## src/include/mini_mcu_macros.svh

```systemverilog
// ~~~~~~~~~~~~~~~~~~~~~~~~~~~~~~~~~~~~~~~~~~~~~~~~~~~~~~~~~~~~~~~~~~~~~~~~~
// mini mcu address map, memory size and GPIO width
// ~~~~~~~~~~~~~~~~~~~~~~~~~~~~~~~~~~~~~~~~~~~~~~~~~~~~~~~~~~~~~~~~~~~~~~~~~
`ifndef MINI_MCU_MACROS_SVH
`define MINI_MCU_MACROS_SVH

// word RAM, 1 KiB
`define RAM_WORDS 256
`define RAM_IDX_W 8

// region select on addr[31:16]
`define REGION_RAM      16'h0000
`define REGION_GPIO     16'h2000
`define REGION_SOC_CTRL 16'h2001

`define GPIO_WIDTH 32

// returned for reads that hit no target
`define UNMAPPED_RDATA 32'hDEADBEEF

`endif

```

## src/logic/mini_mcu_pkg.sv

```systemverilog
// ~~~~~~~~~~~~~~~~~~~~~~~~~~~~~~~~~~~~~~~~~~~~~~~~~~~~~~~~~~~~~~~~~~~~~~~~~
// mini mcu shared types: bus words, RAM index, GPIO vector, bus FSM states
// ~~~~~~~~~~~~~~~~~~~~~~~~~~~~~~~~~~~~~~~~~~~~~~~~~~~~~~~~~~~~~~~~~~~~~~~~~
`include "mini_mcu_macros.svh"

package mini_mcu_pkg;

  // byte address and data word on the bus
  typedef logic [31:0] addr_t;
  typedef logic [31:0] word_t;

  typedef logic [`RAM_IDX_W-1:0] ram_idx_t;

  // one bit per GPIO line
  typedef logic [`GPIO_WIDTH-1:0] gpio_vec_t;

  // access takes one cycle in each of ACCESS and RESPOND
  typedef enum logic [1:0] {
    BUS_IDLE,
    BUS_ACCESS,
    BUS_RESPOND
  } bus_state_t;

endpackage

```

## src/logic/gpio_unit.sv

```systemverilog
// ~~~~~~~~~~~~~~~~~~~~~~~~~~~~~~~~~~~~~~~~~~~~~~~~~~~~~~~~~~~~~~~~~~~~~~~~~
// GPIO unit: output and enable registers, synchronized input, reads
// ~~~~~~~~~~~~~~~~~~~~~~~~~~~~~~~~~~~~~~~~~~~~~~~~~~~~~~~~~~~~~~~~~~~~~~~~~
`timescale 1ns/1ps
`include "mini_mcu_macros.svh"

module gpio_unit
  import mini_mcu_pkg::*;
(
  input  logic      clk_i,
  input  logic      reset_i,
  input  logic      sel_i,
  input  logic      we_i,
  input  logic [1:0] offset_i,
  input  word_t     wdata_i,
  output word_t     rdata_o,
  input  gpio_vec_t gpio_i,
  output gpio_vec_t gpio_o,
  output gpio_vec_t gpio_en_o
);

  gpio_vec_t sync_q1;
  gpio_vec_t sync_q2;

  // offset 0 output, 1 enable
  always_ff @(posedge clk_i) begin
    if (reset_i) begin
      gpio_o    <= '0;
      gpio_en_o <= '0;
    end else if (sel_i && we_i) begin
      case (offset_i)
        2'd0:    gpio_o    <= wdata_i[`GPIO_WIDTH-1:0];
        2'd1:    gpio_en_o <= wdata_i[`GPIO_WIDTH-1:0];
        default: ;
      endcase
    end
  end

  // two-flop input synchronizer
  always_ff @(posedge clk_i) begin
    sync_q1 <= gpio_i;
    sync_q2 <= sync_q1;
  end

  always_ff @(posedge clk_i) begin
    if (sel_i && !we_i) begin
      case (offset_i)
        2'd0:    rdata_o <= word_t'(gpio_o);
        2'd1:    rdata_o <= word_t'(gpio_en_o);
        2'd2:    rdata_o <= word_t'(sync_q2);
        default: rdata_o <= '0;
      endcase
    end
  end

endmodule

```

## config.mk

```make
export PLATFORM = sky130hd
export DESIGN_NAME = gpio_unit
export DESIGN_NICKNAME = d
export VERILOG_FILES = /design/src/logic/mini_mcu_pkg.sv /design/src/logic/gpio_unit.sv
export VERILOG_INCLUDE_DIRS = /design/src /design/src/include
export SDC_FILE = /design/constraint.sdc
export NUM_CORES = 1
export LEC_CHECK = 0
export BUFFER_PORTS_ARGS = -buffer_cell sky130_fd_sc_hd__buf_2
export CAP_MARGIN = 20
export CORE_UTILIZATION = 40
export DETAILED_ROUTE_END_ITERATION = 8
export HOLD_SLACK_MARGIN = 0.12
export REMOVE_ABC_BUFFERS = 1
export SLEW_MARGIN = 40
export SYNTH_ARGS = -nofsm -noshare
export SYNTH_HDL_FRONTEND = slang
export SYNTH_SLANG_ARGS = --single-unit
```

## constraint.sdc

```tcl
create_clock -name clk_i -period 5.9 [get_ports clk_i]
set_clock_uncertainty 0.2 [all_clocks]
set_input_delay 1.18 -clock clk_i [delete_from_list [all_inputs] [get_ports clk_i]]
set_output_delay 1.18 -clock clk_i [all_outputs]
set_load 0.01 [all_outputs]
```

==> impl_metrics.toml <==
[clocking]
cts_htree_levels = 4
tritoncts_num_sinks = 160
post_cts_hold_buffer_count = 0
postCtsSetupRepairBufs = 0
tritoncts = "built"
cts_root_buffer = "clkbuf_16"
cts_max_path_bufs = 2
clk_latency_ps = 410
post_cts_resize_count = 0
clk_transition_reported_paths_ps = 60
numCtsBuffers = 17

[drt]
routedWlPerCell_um = 15.9
drtIter0Drc = 181
router_iterations_before_antenna_repair = 4
detail_route.vias_per_cell = 4.66
detailroute.via_count = 3581
detail-route-antenna-nets = 0
drc = 0
routed_wl_mm = 12.2

[yosys]
cell_variety_after_synth = 12
synth_top_cells_by_area = "dfxtp_1 46%, mux2i_1 17%, edfxtp_1 17%"
synth-compound-area-share_pct = 4.99
synthesis_stage_register_bit_count = 160
post_synth_and_or_nand_nor_area_fraction_pct = 11.8
xor_xnor_fraction_of_synth_area_pct = 0
synth_top_area_share_pct = 45.6
synth_mux_area_share_pct = 17.1
synth_seq_area_share_pct = 62.7
netlist.top_cell.by_area = "dfxtp_1"
area_of_the_mapped_netlist_mm2 = 0.00562
post_synth.cell_area_avg_um2 = 13.5
synth.yosys.warnings = 0
syn_inst = 417
synth_adder_area_share_pct = 0
synth_top_family_by_area = "multiplexers"

[timing]
worst_slew_pin_slew_ps = 718
fin_ws_ps = 3220
final_min_period_over_clock_period_pct = 45.5
timing.fmax_ghz = 0.373
final-setup-viol-count = 0
slew-limit-headroom_pct = 52.1
hold_viol = 0
final-max-slew-violation-count = 0
grt_setup_unrepaired = "false"
finalHoldWorstSlack_ps = 123
post-route-min-period_ps = 2680
tns_ps = 0

[die]
fp.coreArea_mm2 = 0.0135
die_width_um = 121
fp.dieArea_mm2 = 0.0145
start_util_pct = 41.8
fp.dieH_um = 121
ios = 166
placement_rows = 42

[power_and_ir_drop]
power_per_cell_area_mw_per_mm2 = 324
ir_drop_uv = 197
power.clock.fraction_pct = 42.8
share_seq_of_total_power_pct = 50.9
switching_share_pct = 20.7
netSwitchingPower_mw = 0.477
internal_cell_power_mw = 1.83
leakage_nw = 3.23
logic_pwr_share_pct = 6.3

[placed_design]
detailedPlace.worstSlack_ps = 2760
portBuffers = 165
gp_routability_congestion = 0.707
detailed_place_hpwl_mm = 8.26

[global_route]
wire_length_of_the_first_global_routing_pass_mm = 19.2
global_route_total_overflow = 0
largest_net_degree_at_the_start_of_global_routing = 97
first_global_vias = 3732
grt_util_overall_pct = 17.8
antenna_found_initial = 0

[setup_path]
critPathSlowestCell = "buf_2"
cp_data_arrival_time_ps = 2770
crit_path_max_fanout = 18
cp_top_delay_family = "buffers and inverters"
worst_ep_required_time_ps = 5990
critPathLaunchType = "primary input"
type_of_the_worst_setup_path = "in -> reg"
worst-r2r-setup-slack_ps = 4870
cp-end-kind = "flop"
cp_num_buf_inv = 2
timing.critical_path.slowest_cell_delay_ps = 540
chain_of_cells_forming_the_critical_path = "buf_2, nand4b_4, buf_12, mux2i_1"

[finish]
sequential_cell_area_mm2 = 0.00352
filler_cell_count = 1225
commonest_non_fill_non_tap_cell_in_the_layout = "buf_2"
final_nets = 651
layout_common_cells = "164 x buf_2, 128 x dfxtp_1, 96 x mux2i_1, 96 x nand2b_1"
area_growth_syn_to_layout_pct = 26.8
final_layout_size_suffix_gt1_share_pct = 33.6
multi_input_comb_area_mm2 = 0.00192
n_antenna_cell = 0

[worst_hold_path]
timing.hold.worst.class = "reg -> reg"

[flow_run]
max_cap_violations = 0

[outcome]
status = "finished, final reports clean"
-- flip-flops by register name (all words and copies together), names as in the netlist --
signal     flops
gpio_o        32
sync_q1       32
gpio_en_o     32
sync_q2       32
rdata_o       32
-- power by group through the flow --
stage                     logic (mW)  registers (mW)  clock network, mW
after CTS                      0.149            1.18               1.01
after global placement         0.140            1.20                  0
after floorplan               0.0546            1.21                  0
after global routing           0.159            1.18               1.06
final                          0.145            1.18              0.987
after detailed placement       0.148            1.20                  0
-- metrics by stage --
stage                     cell area [um^2]  power (mW)  util [%]  cells
after floorplan                       5430        1.26         -    388
after global routing                  7130        2.40      53.0    769
final                                 7130        2.31      53.0    769
after detailed placement              6600        1.35      49.1    738
after global placement                6520        1.34      48.4    733
after CTS                             7130        2.34      53.0    769
-- area by class of cell --
cell class / count / area share (%)
Clock buffer: 29 / 6.88
Clock inverter: 2 / 0.492
Timing Repair Buffer: 174 / 13.2
Tap cell: 176 / 3.09
Multi-Input combinational cell: 228 / 26.9
Sequential cell: 160 / 49.4
-- synth_stat cells --
master,count
nand4b_4,1
dfxtp_1,128
buf_12,3
nand2b_1,96
clkbuf_1,14
buf_6,3
mux2i_1,96
o2bb2ai_1,32
nor2b_1,2
buf_2,9
nor4bb_4,1
edfxtp_1,32
-- worst paths after layout --
check / depth (start not counted) / to / from
setup / recovery: 4 / gpio_en_o[11]$_SDFFE_PP0P_ / offset_i[0]
hold / removal: 0 / sync_q2[0]$_DFF_P_ / sync_q1[0]$_DFF_P_
setup reg to reg: 2 / rdata_o[20]$_DFFE_PP_ / gpio_en_o[20]$_SDFFE_PP0P_
hold reg to reg: 0 / sync_q2[0]$_DFF_P_ / sync_q1[0]$_DFF_P_
-- per-layer routing --
layer  up-vias  global-route usage [%]  share of wire (%)
met3        13                    5.80                6.5
li1       1778                       -                  -
met1      1680                    22.0                 45
met2       110                    28.5                 47
met4         0                    7.10                1.4
met5         -                       0                  0
-- kinds of logic (layout without fill, tap and decap cells) --
kind of cell	Yosys count	after routing
flops	160	160
simple gates	100	100
buf+inv	29	205
compound gates	32	32
mux	96	96
No activity file was read; power rests on OpenSTA's default activity.
