<file path="config.mk">
export PLATFORM = sky130hd
export DESIGN_NAME = bus_controller
export DESIGN_NICKNAME = d
export VERILOG_FILES = /design/src/logic/mini_mcu_pkg.sv /design/src/logic/bus_controller.sv
export VERILOG_INCLUDE_DIRS = /design/src /design/src/include
export SDC_FILE = /design/constraint.sdc
export NUM_CORES = 1
export LEC_CHECK = 0
export ABC_AREA = 1
export BUFFER_PORTS_ARGS = -buffer_cell sky130_fd_sc_hd__buf_2
export CORE_MARGIN = 8
export CORE_UTILIZATION = 45
export DETAILED_ROUTE_END_ITERATION = 10
export GPL_TIMING_DRIVEN = 0
export PLACE_DENSITY = 0.85
export RECOVER_POWER = 25
export SLEW_MARGIN = 15
export SYNTH_ARGS = -nofsm -noshare
export SYNTH_HDL_FRONTEND = slang
export SYNTH_SLANG_ARGS = --single-unit
export TNS_END_PERCENT = 1
</file>
<file path="constraint.sdc">
create_clock -name clk_i -period 8.6 [get_ports clk_i]
set_input_delay 1.29 -clock clk_i [delete_from_list [all_inputs] [get_ports clk_i]]
set_output_delay 1.29 -clock clk_i [all_outputs]
set_load 0.02 [all_outputs]
</file>
<file path="src/include/mini_mcu_macros.svh">
// ~~~~~~~~~~~~~~~~~~~~~~~~~~~~~~~~~~~~~~~~~~~~~~~~~~~~~~~~~~~~~~~~~~~~~~~~~
// mini mcu address map, memory size and GPIO width
// ~~~~~~~~~~~~~~~~~~~~~~~~~~~~~~~~~~~~~~~~~~~~~~~~~~~~~~~~~~~~~~~~~~~~~~~~~
`ifndef MINI_MCU_MACROS_SVH
`define MINI_MCU_MACROS_SVH

// word RAM, 1 KiB
`define RAM_WORDS 256
`define RAM_IDX_W 8

// region select on addr[31:16]
`define REGION_RAM      16'h0000
`define REGION_GPIO     16'h2000
`define REGION_SOC_CTRL 16'h2001

`define GPIO_WIDTH 32

// returned for reads that hit no target
`define UNMAPPED_RDATA 32'hDEADBEEF

`endif

</file>
<file path="src/logic/mini_mcu_pkg.sv">
// ~~~~~~~~~~~~~~~~~~~~~~~~~~~~~~~~~~~~~~~~~~~~~~~~~~~~~~~~~~~~~~~~~~~~~~~~~
// mini mcu shared types: bus words, RAM index, GPIO vector, bus FSM states
// ~~~~~~~~~~~~~~~~~~~~~~~~~~~~~~~~~~~~~~~~~~~~~~~~~~~~~~~~~~~~~~~~~~~~~~~~~
`include "mini_mcu_macros.svh"

package mini_mcu_pkg;

  // byte address and data word on the bus
  typedef logic [31:0] addr_t;
  typedef logic [31:0] word_t;

  typedef logic [`RAM_IDX_W-1:0] ram_idx_t;

  // one bit per GPIO line
  typedef logic [`GPIO_WIDTH-1:0] gpio_vec_t;

  // access takes one cycle in each of ACCESS and RESPOND
  typedef enum logic [1:0] {
    BUS_IDLE,
    BUS_ACCESS,
    BUS_RESPOND
  } bus_state_t;

endpackage

</file>
<file path="src/logic/bus_controller.sv">
// ~~~~~~~~~~~~~~~~~~~~~~~~~~~~~~~~~~~~~~~~~~~~~~~~~~~~~~~~~~~~~~~~~~~~~~~~~
// bus controller: accepts one access at a time, decodes the region,
// strobes the target and returns the response two cycles later
// ~~~~~~~~~~~~~~~~~~~~~~~~~~~~~~~~~~~~~~~~~~~~~~~~~~~~~~~~~~~~~~~~~~~~~~~~~
`timescale 1ns/1ps
`include "mini_mcu_macros.svh"

module bus_controller
  import mini_mcu_pkg::*;
(
  input  logic  clk_i,
  input  logic  reset_i,
  input  logic  bus_req_i,
  input  logic  bus_we_i,
  input  addr_t bus_addr_i,
  input  word_t bus_wdata_i,
  input  word_t ram_rdata_i,
  input  word_t gpio_rdata_i,
  input  word_t soc_rdata_i,
  output logic  ram_sel_o,
  output logic  gpio_sel_o,
  output logic  soc_sel_o,
  output logic  tgt_we_o,
  output addr_t tgt_addr_o,
  output word_t tgt_wdata_o,
  output logic  bus_rvalid_o,
  output word_t bus_rdata_o
);

  localparam logic [1:0] RGN_NONE = 2'd0;
  localparam logic [1:0] RGN_RAM  = 2'd1;
  localparam logic [1:0] RGN_GPIO = 2'd2;
  localparam logic [1:0] RGN_SOC  = 2'd3;

  bus_state_t state_q;
  logic [1:0] region_d;
  logic [1:0] region_q;
  logic       accept;
  word_t      resp_rdata;

  // requests outside IDLE are dropped
  assign accept = bus_req_i && (state_q == BUS_IDLE);

  always_comb begin
    case (bus_addr_i[31:16])
      `REGION_RAM:      region_d = RGN_RAM;
      `REGION_GPIO:     region_d = RGN_GPIO;
      `REGION_SOC_CTRL: region_d = RGN_SOC;
      default:          region_d = RGN_NONE;
    endcase
  end

  always_ff @(posedge clk_i) begin
    if (reset_i) begin
      state_q      <= BUS_IDLE;
      ram_sel_o    <= 1'b0;
      gpio_sel_o   <= 1'b0;
      soc_sel_o    <= 1'b0;
      bus_rvalid_o <= 1'b0;
    end else begin
      // one-cycle strobes, none when unmapped
      ram_sel_o    <= accept && (region_d == RGN_RAM);
      gpio_sel_o   <= accept && (region_d == RGN_GPIO);
      soc_sel_o    <= accept && (region_d == RGN_SOC);
      bus_rvalid_o <= (state_q == BUS_RESPOND);
      case (state_q)
        BUS_IDLE:    if (accept) state_q <= BUS_ACCESS;
        BUS_ACCESS:  state_q <= BUS_RESPOND;
        BUS_RESPOND: state_q <= BUS_IDLE;
        default:     state_q <= BUS_IDLE;
      endcase
    end
  end

  // request fields held for the target and the response mux
  always_ff @(posedge clk_i) begin
    if (accept) begin
      region_q    <= region_d;
      tgt_we_o    <= bus_we_i;
      tgt_addr_o  <= bus_addr_i;
      tgt_wdata_o <= bus_wdata_i;
    end
  end

  always_comb begin
    if (tgt_we_o) begin
      resp_rdata = '0;
    end else begin
      case (region_q)
        RGN_RAM:  resp_rdata = ram_rdata_i;
        RGN_GPIO: resp_rdata = gpio_rdata_i;
        RGN_SOC:  resp_rdata = soc_rdata_i;
        default:  resp_rdata = `UNMAPPED_RDATA;
      endcase
    end
  end

  // target read word is registered by now
  always_ff @(posedge clk_i) begin
    if (state_q == BUS_RESPOND) begin
      bus_rdata_o <= resp_rdata;
    end
  end

endmodule

</file>
==> reports/qor.yml <==
floorplan:
  die-area_um2: 12300
  die_y_um: 111
  die_w_um: 111
  pin_count: 265
  rows: 34
  core_area_um2: 8720
  start_util_pct: 46.4
critical_path:
  slowest_delay_ns: 0.44
  worstSetupPathType: "reg2out"
  timing.rr.end: "bus_rdata_o[7]$_SDFFCE_PP0P_"
  path_delay_family: "flip-flops"
  worstPathArrival_ns: 0.99
  critPathLaunchType: "flop"
  crit_slowest_cell: "edfxtp_1"
  reg2reg_setup_slack_ns: 6.43
  crit_buf_inv: 1
  critPathMaxFanout: 1
  cp_cell_sequence: "buf_2"
  rr_worst_depth: 3
  crit_path_end_kind: "primary output"
  cp.required_ns: 7.31
  r2r_start: "state_q[1]$_SDFFE_PP0P_"
clock_network:
  cts_setup_buffers: 0
  cts_root_buffer: "clkbuf_8"
  htree_levels: 3
  cts_buffers: 9
  cts_num_sinks: 105
  cts-resized-gates: 0
  cts_buffer_depth: 2
  clk_latency_ns: 0.36
  hold_buffers: 0
  clkTransAtPathRegs_ns: 0.12
  cts_tree: "done"
routing:
  drt-met1-wl_um: 4790
  drt_iter0_drc: 317
  vias: 3573
  highest-signal-layer: "met4"
  wire_per_inst_um: 19.2
  drc: 0
  route.met3.wl_um: 1270
  drtAntennaViolNets: 0
  wl_met2_um: 7410
  wl_um: 13700
  vias_per_cell: 5.00
  dr.pass1.iters: 4
logic_synthesis:
  synth_area_leaders: "edfxtp_1, nand2_1, o21ai_0"
  async_flop_share_pct: 0
  synthesis.nets: 488
  synth.distinct_cells: 15
  yosysWarningCount: 0
  synth_ff_type: "edfxtp_1"
  synth_seq_cells: 105
  synth_top_cell_by_area: "edfxtp_1"
  ys_seq_area_share_pct: 76.5
  synth_top_area_share_pct: 73.5
  synth_edf_count: 99
  ys_top_cells_by_count: "edfxtp_1, nand2_1, o21ai_0, inv_1, nor2_1"
  postSynthAreaPerCell_um2: 12.5
  post-synth-top-count-cell: "edfxtp_1"
  mappedNetlistArea_um2: 4040
  synthCells: 324
place:
  dpl_cell_area_um2: 5590
  place.gp.congestion: 0.836
  hpwl_um: 11400
  io_buffers: 264
global_routing:
  grt_pass1_vias: 3737
  grt_max_degree: 31
  grt.total_usage_pct: 21.2
  grt_pass1_wl_um: 20400
  antenna_found_initial: 0
  overflow: 0
cells_and_area:
  nNetsFinal: 766
  finalInstanceArea_um2: 5780
  n_antenna_cell: 0
  final_layout_size_suffix_gt1_share_pct: 48.4
  area_growth_pct: 43.0
timing:
  fin_crit_ns: 2.28
  rsz0062_at_grt: "no"
  relSlewSlack_pct: -2.61
  period_share_pct: 26.5
  setup_viol: 0
  max_freq_mhz: 439
  fin_skew_ns: 0.0151
  drv_slew: 31
  hold_viol_final: 0
  tns_ns: 0
  worst_pin_slew_ns: 1.54
hold_path:
  hold_start: "state_q[1]$_SDFFE_PP0P_"
  hold_path.class: "reg2reg"
  min_path_cells: 1
  worstHoldEndpoint: "state_q[1]$_SDFFE_PP0P_"
pwr:
  power.leakage_nw: 2.66
  peakVddDrop_v: 0.000160
  power_density_nw_per_um2: 183
outcome:
  violations: "max-capacitance violations, max-slew violations"
  status: "finished with violations"
run:
  cap_violations: 1
[cell type report]
| type | instances | area [um2] |
|---|---|---|
| timing repair buffer | 267 | 1380 |
| buffer | 13 | 71.3 |
| clock inverter | 7 | 93.8 |
| multi-input combinational | 182 | 797 |
| sequential | 105 | 3090 |
| tap | 108 | 135 |
| fill | 660 | 2940 |
| clock buffer | 9 | 124 |
| inverter | 24 | 90.1 |
[flip-flops by register name, summed over array words and instances, names as in the netlist]
register	count
gpio_sel_o	1
bus_rdata_o	32
soc_sel_o	1
tgt_we_o	1
bus_rvalid_o	1
region_q	2
tgt_wdata_o	32
state_q	2
ram_sel_o	1
tgt_addr_o	32
[logic make-up after synthesis]
group / share of synthesized area, %
simple gates: 13.6
flops: 76.5
compound gates: 5.88
buf+inv: 3.99
[worst max path at each step]
| stage | from | to | depth (start not counted) |
|---|---|---|---|
| after floorplan | bus_req_i | region_q[0]$_DFFE_PP_ | 2 |
| after detailed placement | bus_req_i | tgt_addr_o[4]$_DFFE_PP_ | 4 |
| after global routing | state_q[1]$_SDFFE_PP0P_ | bus_rdata_o[7]$_SDFFCE_PP0P_ | 3 |
| after global placement | bus_req_i | tgt_addr_o[4]$_DFFE_PP_ | 3 |
| after CTS | tgt_addr_o[11]$_DFFE_PP_ | tgt_addr_o[11] | 1 |
| final | tgt_addr_o[11]$_DFFE_PP_ | tgt_addr_o[11] | 1 |
[per-layer routing]
layer	vias up	global-route usage, %
li1	1681	-
met1	1664	21.2
met2	208	39.3
met3	20	7.20
met4	0	7.93
met5	-	0
[layout by cell type, fill, tap and decap left out]
cell,synthesis,routed
clkinv_8,0,3
inv_8,0,1
dfxtp_1,6,6
inv_2,1,1
buf_16,0,2
nand3_1,15,15
nand2_1,98,98
nor3_1,3,3
buf_2,6,270
a31oi_1,18,18
inv_1,23,23
edfxtp_1,99,99
o21ai_0,25,25
clkbuf_1,4,5
clkbuf_8,0,9
nor2_1,22,21
inv_6,0,1
buf_4,2,2
inv_12,0,1
clkinv_4,0,1
buf_6,1,1
nor2_4,1,2
[where the power goes]
group          internal, mW  switching [mW]  total [mW]
Sequential            0.590         0.00699       0.597
Clock                 0.120           0.190       0.310
Combinational        0.0577          0.0916       0.149
[stage by stage]
stage          total power [mW]  utilization [%]  cells  hold slack [ns]  worst slack, ns
2_1_floorplan             0.678                -    324            0.398             3.98
3_3_place_gp              0.748             63.1    696            0.405             3.10
3_5_place_dp              0.759             64.1    699            0.431             6.07
4_1_cts                    1.07             66.6    715            0.446             6.32
5_1_grt                    1.09             66.3    715            0.467             6.22
6_report                   1.06             66.3    715            0.443             6.32
No activity file was read; power rests on OpenSTA's default activity.
