### config.mk
export PLATFORM = sky130hd
export DESIGN_NAME = soc_ctrl
export DESIGN_NICKNAME = d
export VERILOG_FILES = /design/src/logic/mini_mcu_pkg.sv /design/src/logic/soc_ctrl.sv
export VERILOG_INCLUDE_DIRS = /design/src /design/src/include
export SDC_FILE = /design/constraint.sdc
export NUM_CORES = 1
export LEC_CHECK = 0
export CORE_ASPECT_RATIO = 1.75
export CORE_MARGIN = 4
export CORE_UTILIZATION = 38
export DETAILED_ROUTE_END_ITERATION = 10
export DONT_BUFFER_PORTS = 1
export PLACE_DENSITY_LB_ADDON = 0.05
export SETUP_SLACK_MARGIN = 0.5
export SLEW_MARGIN = 20
export SYNTH_ARGS = -nofsm -noshare
export SYNTH_HDL_FRONTEND = slang
export SYNTH_SLANG_ARGS = --single-unit
### constraint.sdc
create_clock -name clk_i -period 2.3 [get_ports clk_i]
set_input_delay 0.115 -clock clk_i [delete_from_list [all_inputs] [get_ports clk_i]]
set_output_delay 0.115 -clock clk_i [all_outputs]
set_load 0.005 [all_outputs]
### src/include/mini_mcu_macros.svh
// ~~~~~~~~~~~~~~~~~~~~~~~~~~~~~~~~~~~~~~~~~~~~~~~~~~~~~~~~~~~~~~~~~~~~~~~~~
// mini mcu address map, memory size and GPIO width
// ~~~~~~~~~~~~~~~~~~~~~~~~~~~~~~~~~~~~~~~~~~~~~~~~~~~~~~~~~~~~~~~~~~~~~~~~~
`ifndef MINI_MCU_MACROS_SVH
`define MINI_MCU_MACROS_SVH

// word RAM, 1 KiB
`define RAM_WORDS 256
`define RAM_IDX_W 8

// region select on addr[31:16]
`define REGION_RAM      16'h0000
`define REGION_GPIO     16'h2000
`define REGION_SOC_CTRL 16'h2001

`define GPIO_WIDTH 32

// returned for reads that hit no target
`define UNMAPPED_RDATA 32'hDEADBEEF

`endif

### src/logic/mini_mcu_pkg.sv
// ~~~~~~~~~~~~~~~~~~~~~~~~~~~~~~~~~~~~~~~~~~~~~~~~~~~~~~~~~~~~~~~~~~~~~~~~~
// mini mcu shared types: bus words, RAM index, GPIO vector, bus FSM states
// ~~~~~~~~~~~~~~~~~~~~~~~~~~~~~~~~~~~~~~~~~~~~~~~~~~~~~~~~~~~~~~~~~~~~~~~~~
`include "mini_mcu_macros.svh"

package mini_mcu_pkg;

  // byte address and data word on the bus
  typedef logic [31:0] addr_t;
  typedef logic [31:0] word_t;

  typedef logic [`RAM_IDX_W-1:0] ram_idx_t;

  // one bit per GPIO line
  typedef logic [`GPIO_WIDTH-1:0] gpio_vec_t;

  // access takes one cycle in each of ACCESS and RESPOND
  typedef enum logic [1:0] {
    BUS_IDLE,
    BUS_ACCESS,
    BUS_RESPOND
  } bus_state_t;

endpackage

### src/logic/soc_ctrl.sv
// ~~~~~~~~~~~~~~~~~~~~~~~~~~~~~~~~~~~~~~~~~~~~~~~~~~~~~~~~~~~~~~~~~~~~~~~~~
// SoC control: program exit value and sticky exit flag
// ~~~~~~~~~~~~~~~~~~~~~~~~~~~~~~~~~~~~~~~~~~~~~~~~~~~~~~~~~~~~~~~~~~~~~~~~~
`timescale 1ns/1ps

module soc_ctrl
  import mini_mcu_pkg::*;
(
  input  logic       clk_i,
  input  logic       reset_i,
  input  logic       sel_i,
  input  logic       we_i,
  input  logic [1:0] offset_i,
  input  word_t      wdata_i,
  output word_t      rdata_o,
  output word_t      exit_value_o,
  output logic       exit_valid_o
);

  always_ff @(posedge clk_i) begin
    if (reset_i) begin
      exit_value_o <= '0;
      exit_valid_o <= 1'b0;
    end else if (sel_i && we_i) begin
      if (offset_i == 2'd0) begin
        exit_value_o <= wdata_i;
      end
      // flag only ever sets, reset clears it
      if (offset_i == 2'd1 && wdata_i[0]) begin
        exit_valid_o <= 1'b1;
      end
    end
  end

  always_ff @(posedge clk_i) begin
    if (sel_i && !we_i) begin
      case (offset_i)
        2'd0:    rdata_o <= exit_value_o;
        2'd1:    rdata_o <= {31'b0, exit_valid_o};
        default: rdata_o <= '0;
      endcase
    end
  end

endmodule

==> flow_summary_export.csv, run 1 <==
group,metric,value,unit
sta,hold_violations,0,
grt,grt_max_degree,67,
yosys,ys_seq_elements,65,
worst_setup_path,required,2490,ps
pwr,power_density,679,nW/um2
worst_setup_path,ff2ff_setup_slack,1060,ps
sta,setup_viol,0,
sta,fmax,568,MHz
pwr,clockPowerShare,46.2,%
cts,cts_root_buf,"clkbuf_16",
worst_setup_path,cp-end-kind,"flip-flop",
pwr,seqPwrFrac,46.9,%
drt,drc,0,
cts,cts.sinks,65,
yosys,synthesis.instances,214,
pwr,total_power,2710,uW
yosys,seq_area_frac_synth,60.1,%
worst_hold_path,whs_endpoint,"rdata_o[0]$_DFFE_PP_",
sta,layout_min_cycle_time,1760,ps
cts,cts_buffers,9,
status,status,"complete, no violations",
drt,num_vias,1870,
yosys,synthAdderAreaFrac,0,%
drt,viasPerCell,4.69,
yosys,syn_avg_cell_area,12.6,um2
sta,fin_setup_tns,0,ps
yosys,yosysWarnings,0,
die,die_area,8570,um2
layout,nFillCells,568,
sta,tightest_slew,562,ps
pwr,power_frac_comb,6.9,%
place,place.gp.congestion,0.731,
yosys,muxShareOfSynthArea,12.2,%
die,start_util,39.1,%
place,detailed_place_hpwl,3760,um
flow_run,cap_violations,0,
worst_setup_path,cp-start-kind,"input pin",
pwr,p_sw,525,uW
sta,drv_slew,0,
layout,syn_to_final_growth,47.9,%
layout,drive_above_1_share,6.35,%
yosys,synthXorXnorAreaFrac,0,%
layout,nNetsFinal,348,
yosys,synth_nets,252,
worst_setup_path,worstRegToRegCells,3,
worst_setup_path,worstPathMaxFanout,1,
grt,grt_use_total,15.9,%
pwr,power.internal,2190,uW
yosys,synth_cell_types,13,
cts,clk_latency,320,ps
yosys,netlist_area,2700,um2
drt,drt_iter0_drc,37,
worst_setup_path,rr_startpoint,"exit_value_o[16]$_SDFFE_PP0P_",
worst_setup_path,reg2reg_to,"exit_value_o[16]$_SDFFE_PP0P_",
worst_setup_path,arrival,1950,ps
layout,n_antenna_cell,0,
grt,grt_pass1_vias,2034,
pwr,power.leakage,0.00150,uW
cts,cts_tree,"done",
sta,finClkSkew,4.10,ps
sta,holdWs,89.8,ps
worst_setup_path,crit_type,"input pin to flip-flop",
drt,drtAntennaViolNets,0,
worst_hold_path,hold_depth,2,
die,pin_count,103,
yosys,synth_compound_area_share,0.371,%
sta,rsz0062_at_grt,"no",
cts,post_cts.repair.setup_buffers,0,
yosys,yosys.area_share.simple,23.3,%
grt,grt_pass1_wl,10300,um
worst_hold_path,min_path_type,"input pin to flip-flop",
cts,cts_buffer_depth,2,
grt,grt-ovfl-total,0,
pwr,swShare,19.4,%
place,pre_cts_slack,1030,ps
die,die_h,119,um
pwr,ir_worst_vdd,0.460,mV
sta,period_share,76.5,%
cts,clk_pin_slew,50,ps
cts,cts_resized,0,
drt,dr.pass1.iters,4,
drt,routed_wl,6370,um
worst_hold_path,hp-start,"offset_i[0]",
die,die_w,71.7,um
drt,routedWlPerCell,16.0,um
place,io_buffers,0,
sta,relSlewSlack,62.5,%
cts,htreeDepth,3,
die,core,6910,um2
yosys,synth_top_family_by_area,"simple AND/OR/NAND/NOR gates",
die,placement_rows,40,
sta,setup_slack,540,ps
grt,antenna_found_initial,0,
## area by class of cell
cell class	instances	area, um2	area share [%]
flip-flops and latches	65	1620	40.6
repair buffers	99	983	24.6
clock buffers	13	270	6.77
inverters	1	3.75	0.0940
multi-input cells	134	993	24.9
well taps	84	105	2.63
clock inverters	3	13.8	0.345
## critical path, cell delays in order
cell and delay [ps]:
dlygate4sd3_1 540, nand2b_1 60, dlygate4sd3_1 550, mux2i_1 80, dlygate4sd3_1 600
## cells in the final DEF, fill, tap and decap left out
master          n
nor2_1          1
dlygate4sd3_1  96
clkbuf_1        1
nand2b_1       64
clkbuf_16       9
nor2_2          1
nor2b_4         1
mux2i_1        33
clkbuf_8        3
dfxtp_1        33
edfxtp_1       32
clkinv_1        1
and2_1         31
clkinv_2        2
inv_1           1
buf_4           3
a32o_1          1
nor4bb_4        1
nor4bb_1        1
## Yosys cell counts, drive strengths merged
cell,number,share of area [%]
nand2b,64,15
a32o,1,0.37
mux2i,33,12
and2,31,7.2
dfxtp,33,24
nor2b,1,0.23
inv,1,0.14
nor4bb,2,0.74
nor2,2,0.28
clkbuf,10,1.4
buf,4,2.5
edfxtp,32,36
## power by group through the flow
| stage | clock network (uW) | logic, uW | registers [uW] |
|---|---|---|---|
| global placement | 0 | 82.6 | 1300 |
| finish | 1250 | 188 | 1270 |
| detailed placement | 0 | 85.8 | 1300 |
| CTS | 1290 | 187 | 1270 |
| floorplan | 0 | 82.0 | 1290 |
| global route | 1350 | 205 | 1280 |
## layer usage
| layer | up-vias | track usage [%] | routed length [um] |
|---|---|---|---|
| met2 | 67 | 30.0 | 3710 |
| met5 | - | 0 | 0 |
| met1 | 900 | 14.8 | 2140 |
| met4 | 0 | 4.94 | 89 |
| li1 | 896 | - | - |
| met3 | 7 | 6.93 | 436 |
## stage by stage
step	util, %	instances	area [um2]
floorplan	-	214	2700
global placement	39.8	287	2750
detailed placement	39.8	287	2750
CTS	57.8	399	3990
global route	57.8	399	3990
finish	57.8	399	3990
## sequential cells by signal (all words and copies together), names as in the netlist
name and count:
rdata_o 32, exit_valid_o 1, exit_value_o 32
## worst max path at each step
| stage | start | slack [ps] | end | cells past startpoint |
|---|---|---|---|---|
| after floorplan | sel_i | 910 | rdata_o[0]$_DFFE_PP_ | 1 |
| after global placement | offset_i[1] | 1110 | exit_value_o[28]$_SDFFE_PP0P_ | 3 |
| after detailed placement | offset_i[1] | 1030 | exit_value_o[26]$_SDFFE_PP0P_ | 3 |
| after CTS | wdata_i[3] | 600 | exit_value_o[3]$_SDFFE_PP0P_ | 5 |
| after global routing | wdata_i[16] | 510 | exit_value_o[16]$_SDFFE_PP0P_ | 5 |
| final | wdata_i[16] | 540 | exit_value_o[16]$_SDFFE_PP0P_ | 5 |
## logic make-up (layout without fill, tap and decap cells)
| family | after synthesis | in the layout |
|---|---|---|
| compound gates | 1 | 1 |
| buf+inv | 15 | 116 |
| flops | 65 | 65 |
| mux | 33 | 33 |
| simple gates | 100 | 100 |
## timing repair
action | in CTS | in global routing
endpoints found under the hold margin | 34 | 0
hold buffers | 96 | 0
endpoints found under the setup margin | 0 | 0
Note: power is estimated with default switching activity, not from simulation.
==> inputs of run 2 (changes only) <==
clock period = 1.75 ns   (was 2.3 ns; I/O delays follow)
==> flow_summary_export.csv, run 2 (synthesized netlist as in run 1, its figures left out) <==
group,metric,value,unit
cts,htreeDepth,3,
cts,cts.sinks,65,
drt,drtAntennaViolNets,0,
flow_run,cap_violations,0,
cts,cts_buffers,9,
layout,syn_to_final_growth,42.0,%
die,placement_rows,40,
sta,setup_viol,0,
worst_setup_path,cp-start-kind,"flip-flop",
pwr,power_frac_comb,6.6,%
grt,grt-ovfl-total,0,
layout,nFillCells,592,
pwr,power.internal,3030,uW
drt,drc,0,
pwr,ir_worst_vdd,0.504,mV
sta,fin_setup_tns,0,ps
sta,period_share,68.5,%
layout,mostFrequentLayoutCell,"dlygate4sd3_1",
place,place.gp.congestion,0.738,
die,pin_count,103,
sta,tightest_slew,770,ps
worst_setup_path,cp-end-kind,"flip-flop",
cts,clk_latency,320,ps
worst_setup_path,cp_top_family,"buffers and inverters",
sta,holdWs,19.9,ps
pwr,clockPowerShare,49.0,%
worst_setup_path,cp_slowest_cell,"dlygate4sd3_1",
drt,dr.pass1.iters,4,
grt,grt_use_total,15.8,%
pwr,p_sw,731,uW
cts,cts_buffer_depth,2,
cts,cts_root_buf,"clkbuf_16",
drt,drt_iter0_drc,73,
grt,grt_max_degree,43,
sta,hold_violations,0,
die,die_h,119,um
layout,drive_above_1_share,6.83,%
drt,routedWlPerCell,17.0,um
grt,antenna_found_initial,0,
place,detailed_place_hpwl,3760,um
grt,grt_pass1_wl,10000,um
drt,viasPerCell,4.77,
sta,layout_min_cycle_time,1200,ps
drt,num_vias,1799,
layout,nNetsFinal,326,
worst_setup_path,worstPathMaxFanout,3,
die,die_w,71.7,um
sta,drv_slew,0,
pwr,swShare,19.4,%
status,status,"complete, no violations",
sta,rsz0062_at_grt,"no",
worst_setup_path,worst_path_largest_cell_delay,540,ps
sta,finClkSkew,3.31,ps
layout,largestRegisters,"exit_value_o x32, rdata_o x32, exit_valid_o x1",
worst_setup_path,worstPathCellList,"a32o_1 -> dlygate4sd3_1",
drt,routed_wl,6390,um
worst_setup_path,ff2ff_setup_slack,550,ps
die,die_area,8570,um2
worst_setup_path,arrival,1410,ps
cts,post_cts.repair.setup_buffers,0,
worst_setup_path,required,1960,ps
die,core,6910,um2
worst_setup_path,worstPathBufferInverterCount,1,
layout,final_cell_mix,"dlygate4sd3_1, nand2b_1, mux2i_1",
pwr,seqPwrFrac,44.4,%
pwr,power.leakage,0.00132,uW
die,start_util,39.1,%
grt,grt_pass1_vias,1967,
layout,final_cell_area,3830,um2
place,io_buffers,0,
sta,relSlewSlack,48.6,%
sta,fmax,834,MHz
pwr,power_density,982,nW/um2
place,dpl_cell_area,2760,um2
cts,cts_tree,"done",
worst_setup_path,crit_type,"flip-flop to flip-flop",
cts,clk_pin_slew,50,ps
layout,n_antenna_cell,0,
worst_hold_path,min_path_type,"input pin to flip-flop",
==> run 2: cell count changes in the layout (fill, tap and decap cells not counted), sizes merged <==
cell,change
dlymetal6s4s,+1
clkinvlp,+1
dlygate4sd3,-22
clkinv,+1
buf,-1
bufinv,+2
clkbuf,-4
==> run 2: worst reg2reg max path, stage by stage, from the launching register on <==
cell and delay [ps]:
dfxtp_1 330, a32o_1 210, dlygate4sd3_1 540
==> run 2: path summary, 6_finish.rpt <==
| path | from | endpoint | depth (start not counted) |
|---|---|---|---|
| setup / recovery | exit_valid_o$_SDFFE_PP0P_ | exit_valid_o$_SDFFE_PP0P_ | 2 |
| hold / removal | we_i | rdata_o[30]$_DFFE_PP_ | 1 |
| setup reg to reg | exit_valid_o$_SDFFE_PP0P_ | exit_valid_o$_SDFFE_PP0P_ | 2 |
| hold reg to reg | exit_value_o[28]$_SDFFE_PP0P_ | exit_value_o[28]$_SDFFE_PP0P_ | 2 |
==> run 2: power groups by stage <==
stage	clock, uW	combinational (uW)	sequential, uW
4_1_cts	1890	244	1670
5_1_grt	1970	269	1680
2_1_floorplan	0	109	1690
3_3_place_gp	0	111	1700
6_report	1850	247	1670
3_5_place_dp	0	116	1700
==> run 2: repair_timing <==
action,4_1_cts,5_1_grt
resized for setup,0,2
endpoints found under the hold margin,34,0
setup endpoints to repair,0,26
hold buffers,75,0
==> run 2: layout make-up <==
| type | count | area (um2) | share of cell area [%] |
|---|---|---|---|
| Sequential cell | 65 | 1620 | 42.3 |
| Multi-Input combinational cell | 134 | 998 | 26.0 |
| Timing Repair Buffer | 77 | 793 | 20.7 |
| Clock buffer | 9 | 225 | 5.87 |
| Tap cell | 84 | 105 | 2.74 |
| Clock inverter | 7 | 85.1 | 2.22 |
| Inverter | 1 | 3.75 | 0.0979 |
==> run 2: stage by stage <==
| step | utilization [%] | cells | setup WS [ps] | power [uW] |
|---|---|---|---|---|
| 6_report | 55.5 | 377 | 552 | 3760 |
| 5_1_grt | 55.5 | 377 | 501 | 3910 |
| 4_1_cts | 55.4 | 377 | 516 | 3800 |
| 3_5_place_dp | 40.0 | 286 | 485 | 1820 |
| 3_3_place_gp | 40.0 | 286 | 536 | 1810 |
| 2_1_floorplan | - | 214 | 737 | 1800 |
==> run 2: layer usage <==
| metal | track usage [%] | share of wire [%] |
|---|---|---|
| met5 | 0 | 0 |
| met4 | 8.24 | 1.6 |
| met3 | 5.66 | 6.9 |
| met2 | 28.4 | 56 |
| met1 | 15.3 | 35 |
==> inputs of run 3 (changes only) <==
clock period = 1.1 ns   (was 1.75 ns; I/O delays follow)
==> flow_summary_export.csv, run 3 (synthesized netlist as in run 1, its figures left out) <==
group,metric,value,unit
status,status,"finished, violations left",
status,violations,"negative hold slack",
grt,antenna_found_initial,0,
worst_setup_path,required,1040,ps
pwr,power_density,1540,nW/um2
sta,rsz0062_at_grt,"yes",
cts,hold_buffers,32,
worst_setup_path,arrival,730,ps
drt,viasPerCell,4.76,
worst_setup_path,worstRegToRegCells,2,
sta,setup_viol,0,
drt,routed_wl,5980,um
sta,layout_min_cycle_time,788,ps
grt,grt_pass1_wl,9030,um
drt,drc,0,
flow_run,cap_violations,0,
die,die_h,119,um
drt,num_vias,1629,
pwr,ir_worst_vdd,0.912,mV
layout,syn_to_final_growth,33.2,%
cts,clk_pin_slew,50,ps
sta,period_share,71.7,%
sta,fmax,1270,MHz
sta,holdWs,-103,ps
layout,n_antenna_cell,0,
place,io_buffers,0,
cts,cts_root_buf,"clkbuf_16",
sta,relSlewSlack,57.3,%
worst_setup_path,endpoint,"rdata_o[2]",
die,die_area,8570,um2
die,pin_count,103,
sta,drv_slew,0,
sta,tightest_slew,639,ps
place,place.gp.congestion,0.731,
die,start_util,39.1,%
layout,final_cell_area,3590,um2
cts,clk_latency,320,ps
cts,cts_buffers,9,
grt,grt_pass1_vias,1744,
worst_setup_path,worstPathMaxFanout,1,
worst_hold_path,min_path_type,"input pin to flip-flop",
grt,grt_max_degree,67,
drt,routedWlPerCell,17.5,um
die,placement_rows,40,
worst_setup_path,crit_start,"rdata_o[2]$_DFFE_PP_",
layout,mostFrequentLayoutCell,"nand2b_1",
worst_setup_path,reg2reg_to,"rdata_o[0]$_DFFE_PP_",
layout,drive_above_1_share,29.1,%
grt,grt_use_total,14.1,%
place,dpl_cell_area,2810,um2
sta,hold_violations,34,
worst_setup_path,crit_type,"flip-flop to primary output",
cts,htreeDepth,3,
cts,cts_tree,"done",
drt,drt_iter0_drc,46,
worst_setup_path,rr_startpoint,"exit_valid_o$_SDFFE_PP0P_",
layout,nNetsFinal,291,
layout,largestRegisters,"exit_value_o x32, rdata_o x32, exit_valid_o x1",
drt,dr.pass1.iters,4,
pwr,power.leakage,0.00129,uW
die,die_w,71.7,um
place,detailed_place_hpwl,3640,um
worst_setup_path,cp-start-kind,"flip-flop",
worst_setup_path,cp-end-kind,"primary output",
grt,grt-ovfl-total,0,
worst_setup_path,ff2ff_setup_slack,330,ps
cts,cts_buffer_depth,2,
cts,cts.sinks,65,
die,core,6910,um2
drt,drtAntennaViolNets,0,
layout,final_cell_mix,"nand2b_1, dfxtp_2, dlygate4sd3_1, edfxtp_1, mux2i_1",
sta,finClkSkew,7.52,ps
worst_setup_path,worstSetupPathDepth,0,
## run 3: where the power goes
group / switching [uW] / leakage (uW) / internal (uW)
Combinational: 115 / 0.000569 / 203
Sequential: 51.8 / 0.000587 / 2610
Clock: 907 / 0.000131 / 1650
## run 3: cell type report
class,count,area [um2]
clock buffer,16,272
fill,611,3310
inverter,1,3.75
multi-input combinational,134,1050
sequential,65,1670
tap,84,105
timing repair buffer,42,502
## run 3: through the flow
step                      utilization [%]  worst slack (ps)  power [uW]  setup TNS, ps  std cells
after floorplan                         -               119        2870              0        214
after detailed placement             40.7              -119        2900          -3270        287
after global routing                 52.0               284        5750              0        342
after CTS                            50.6               290        5600              0        339
after global placement               40.7             -68.1        2890          -1960        287
final                                52.0               312        5540              0        342
## run 3: timing repair
item                       in CTS  in global routing
hold endpoints to repair       34                 34
cloned                          2                  1
pin swaps                       2                  2
gates resized for setup         9                 17
setup buffers                   2                  2
setup endpoints to repair     130                130
## run 3: how the worst min path moves through the flow
stage	startpoint	to	slack (ps)	cells after the start
final	we_i	exit_valid_o$_SDFFE_PP0P_	-100	1
after global routing	we_i	exit_valid_o$_SDFFE_PP0P_	-110	1
after CTS	we_i	exit_valid_o$_SDFFE_PP0P_	-120	1
after detailed placement	wdata_i[20]	exit_value_o[20]$_SDFFE_PP0P_	210	2
after global placement	wdata_i[30]	exit_value_o[30]$_SDFFE_PP0P_	200	2
after floorplan	wdata_i[22]	exit_value_o[22]$_SDFFE_PP0P_	200	2
## run 3: layer usage
| layer | track usage, % | vias up | wire [um] |
|---|---|---|---|
| li1 | - | 790 | - |
| met3 | 7.35 | 8 | 576 |
| met1 | 15.0 | 754 | 2320 |
| met5 | 0 | - | 0 |
| met2 | 23.3 | 77 | 2990 |
| met4 | 5.65 | 0 | 95 |
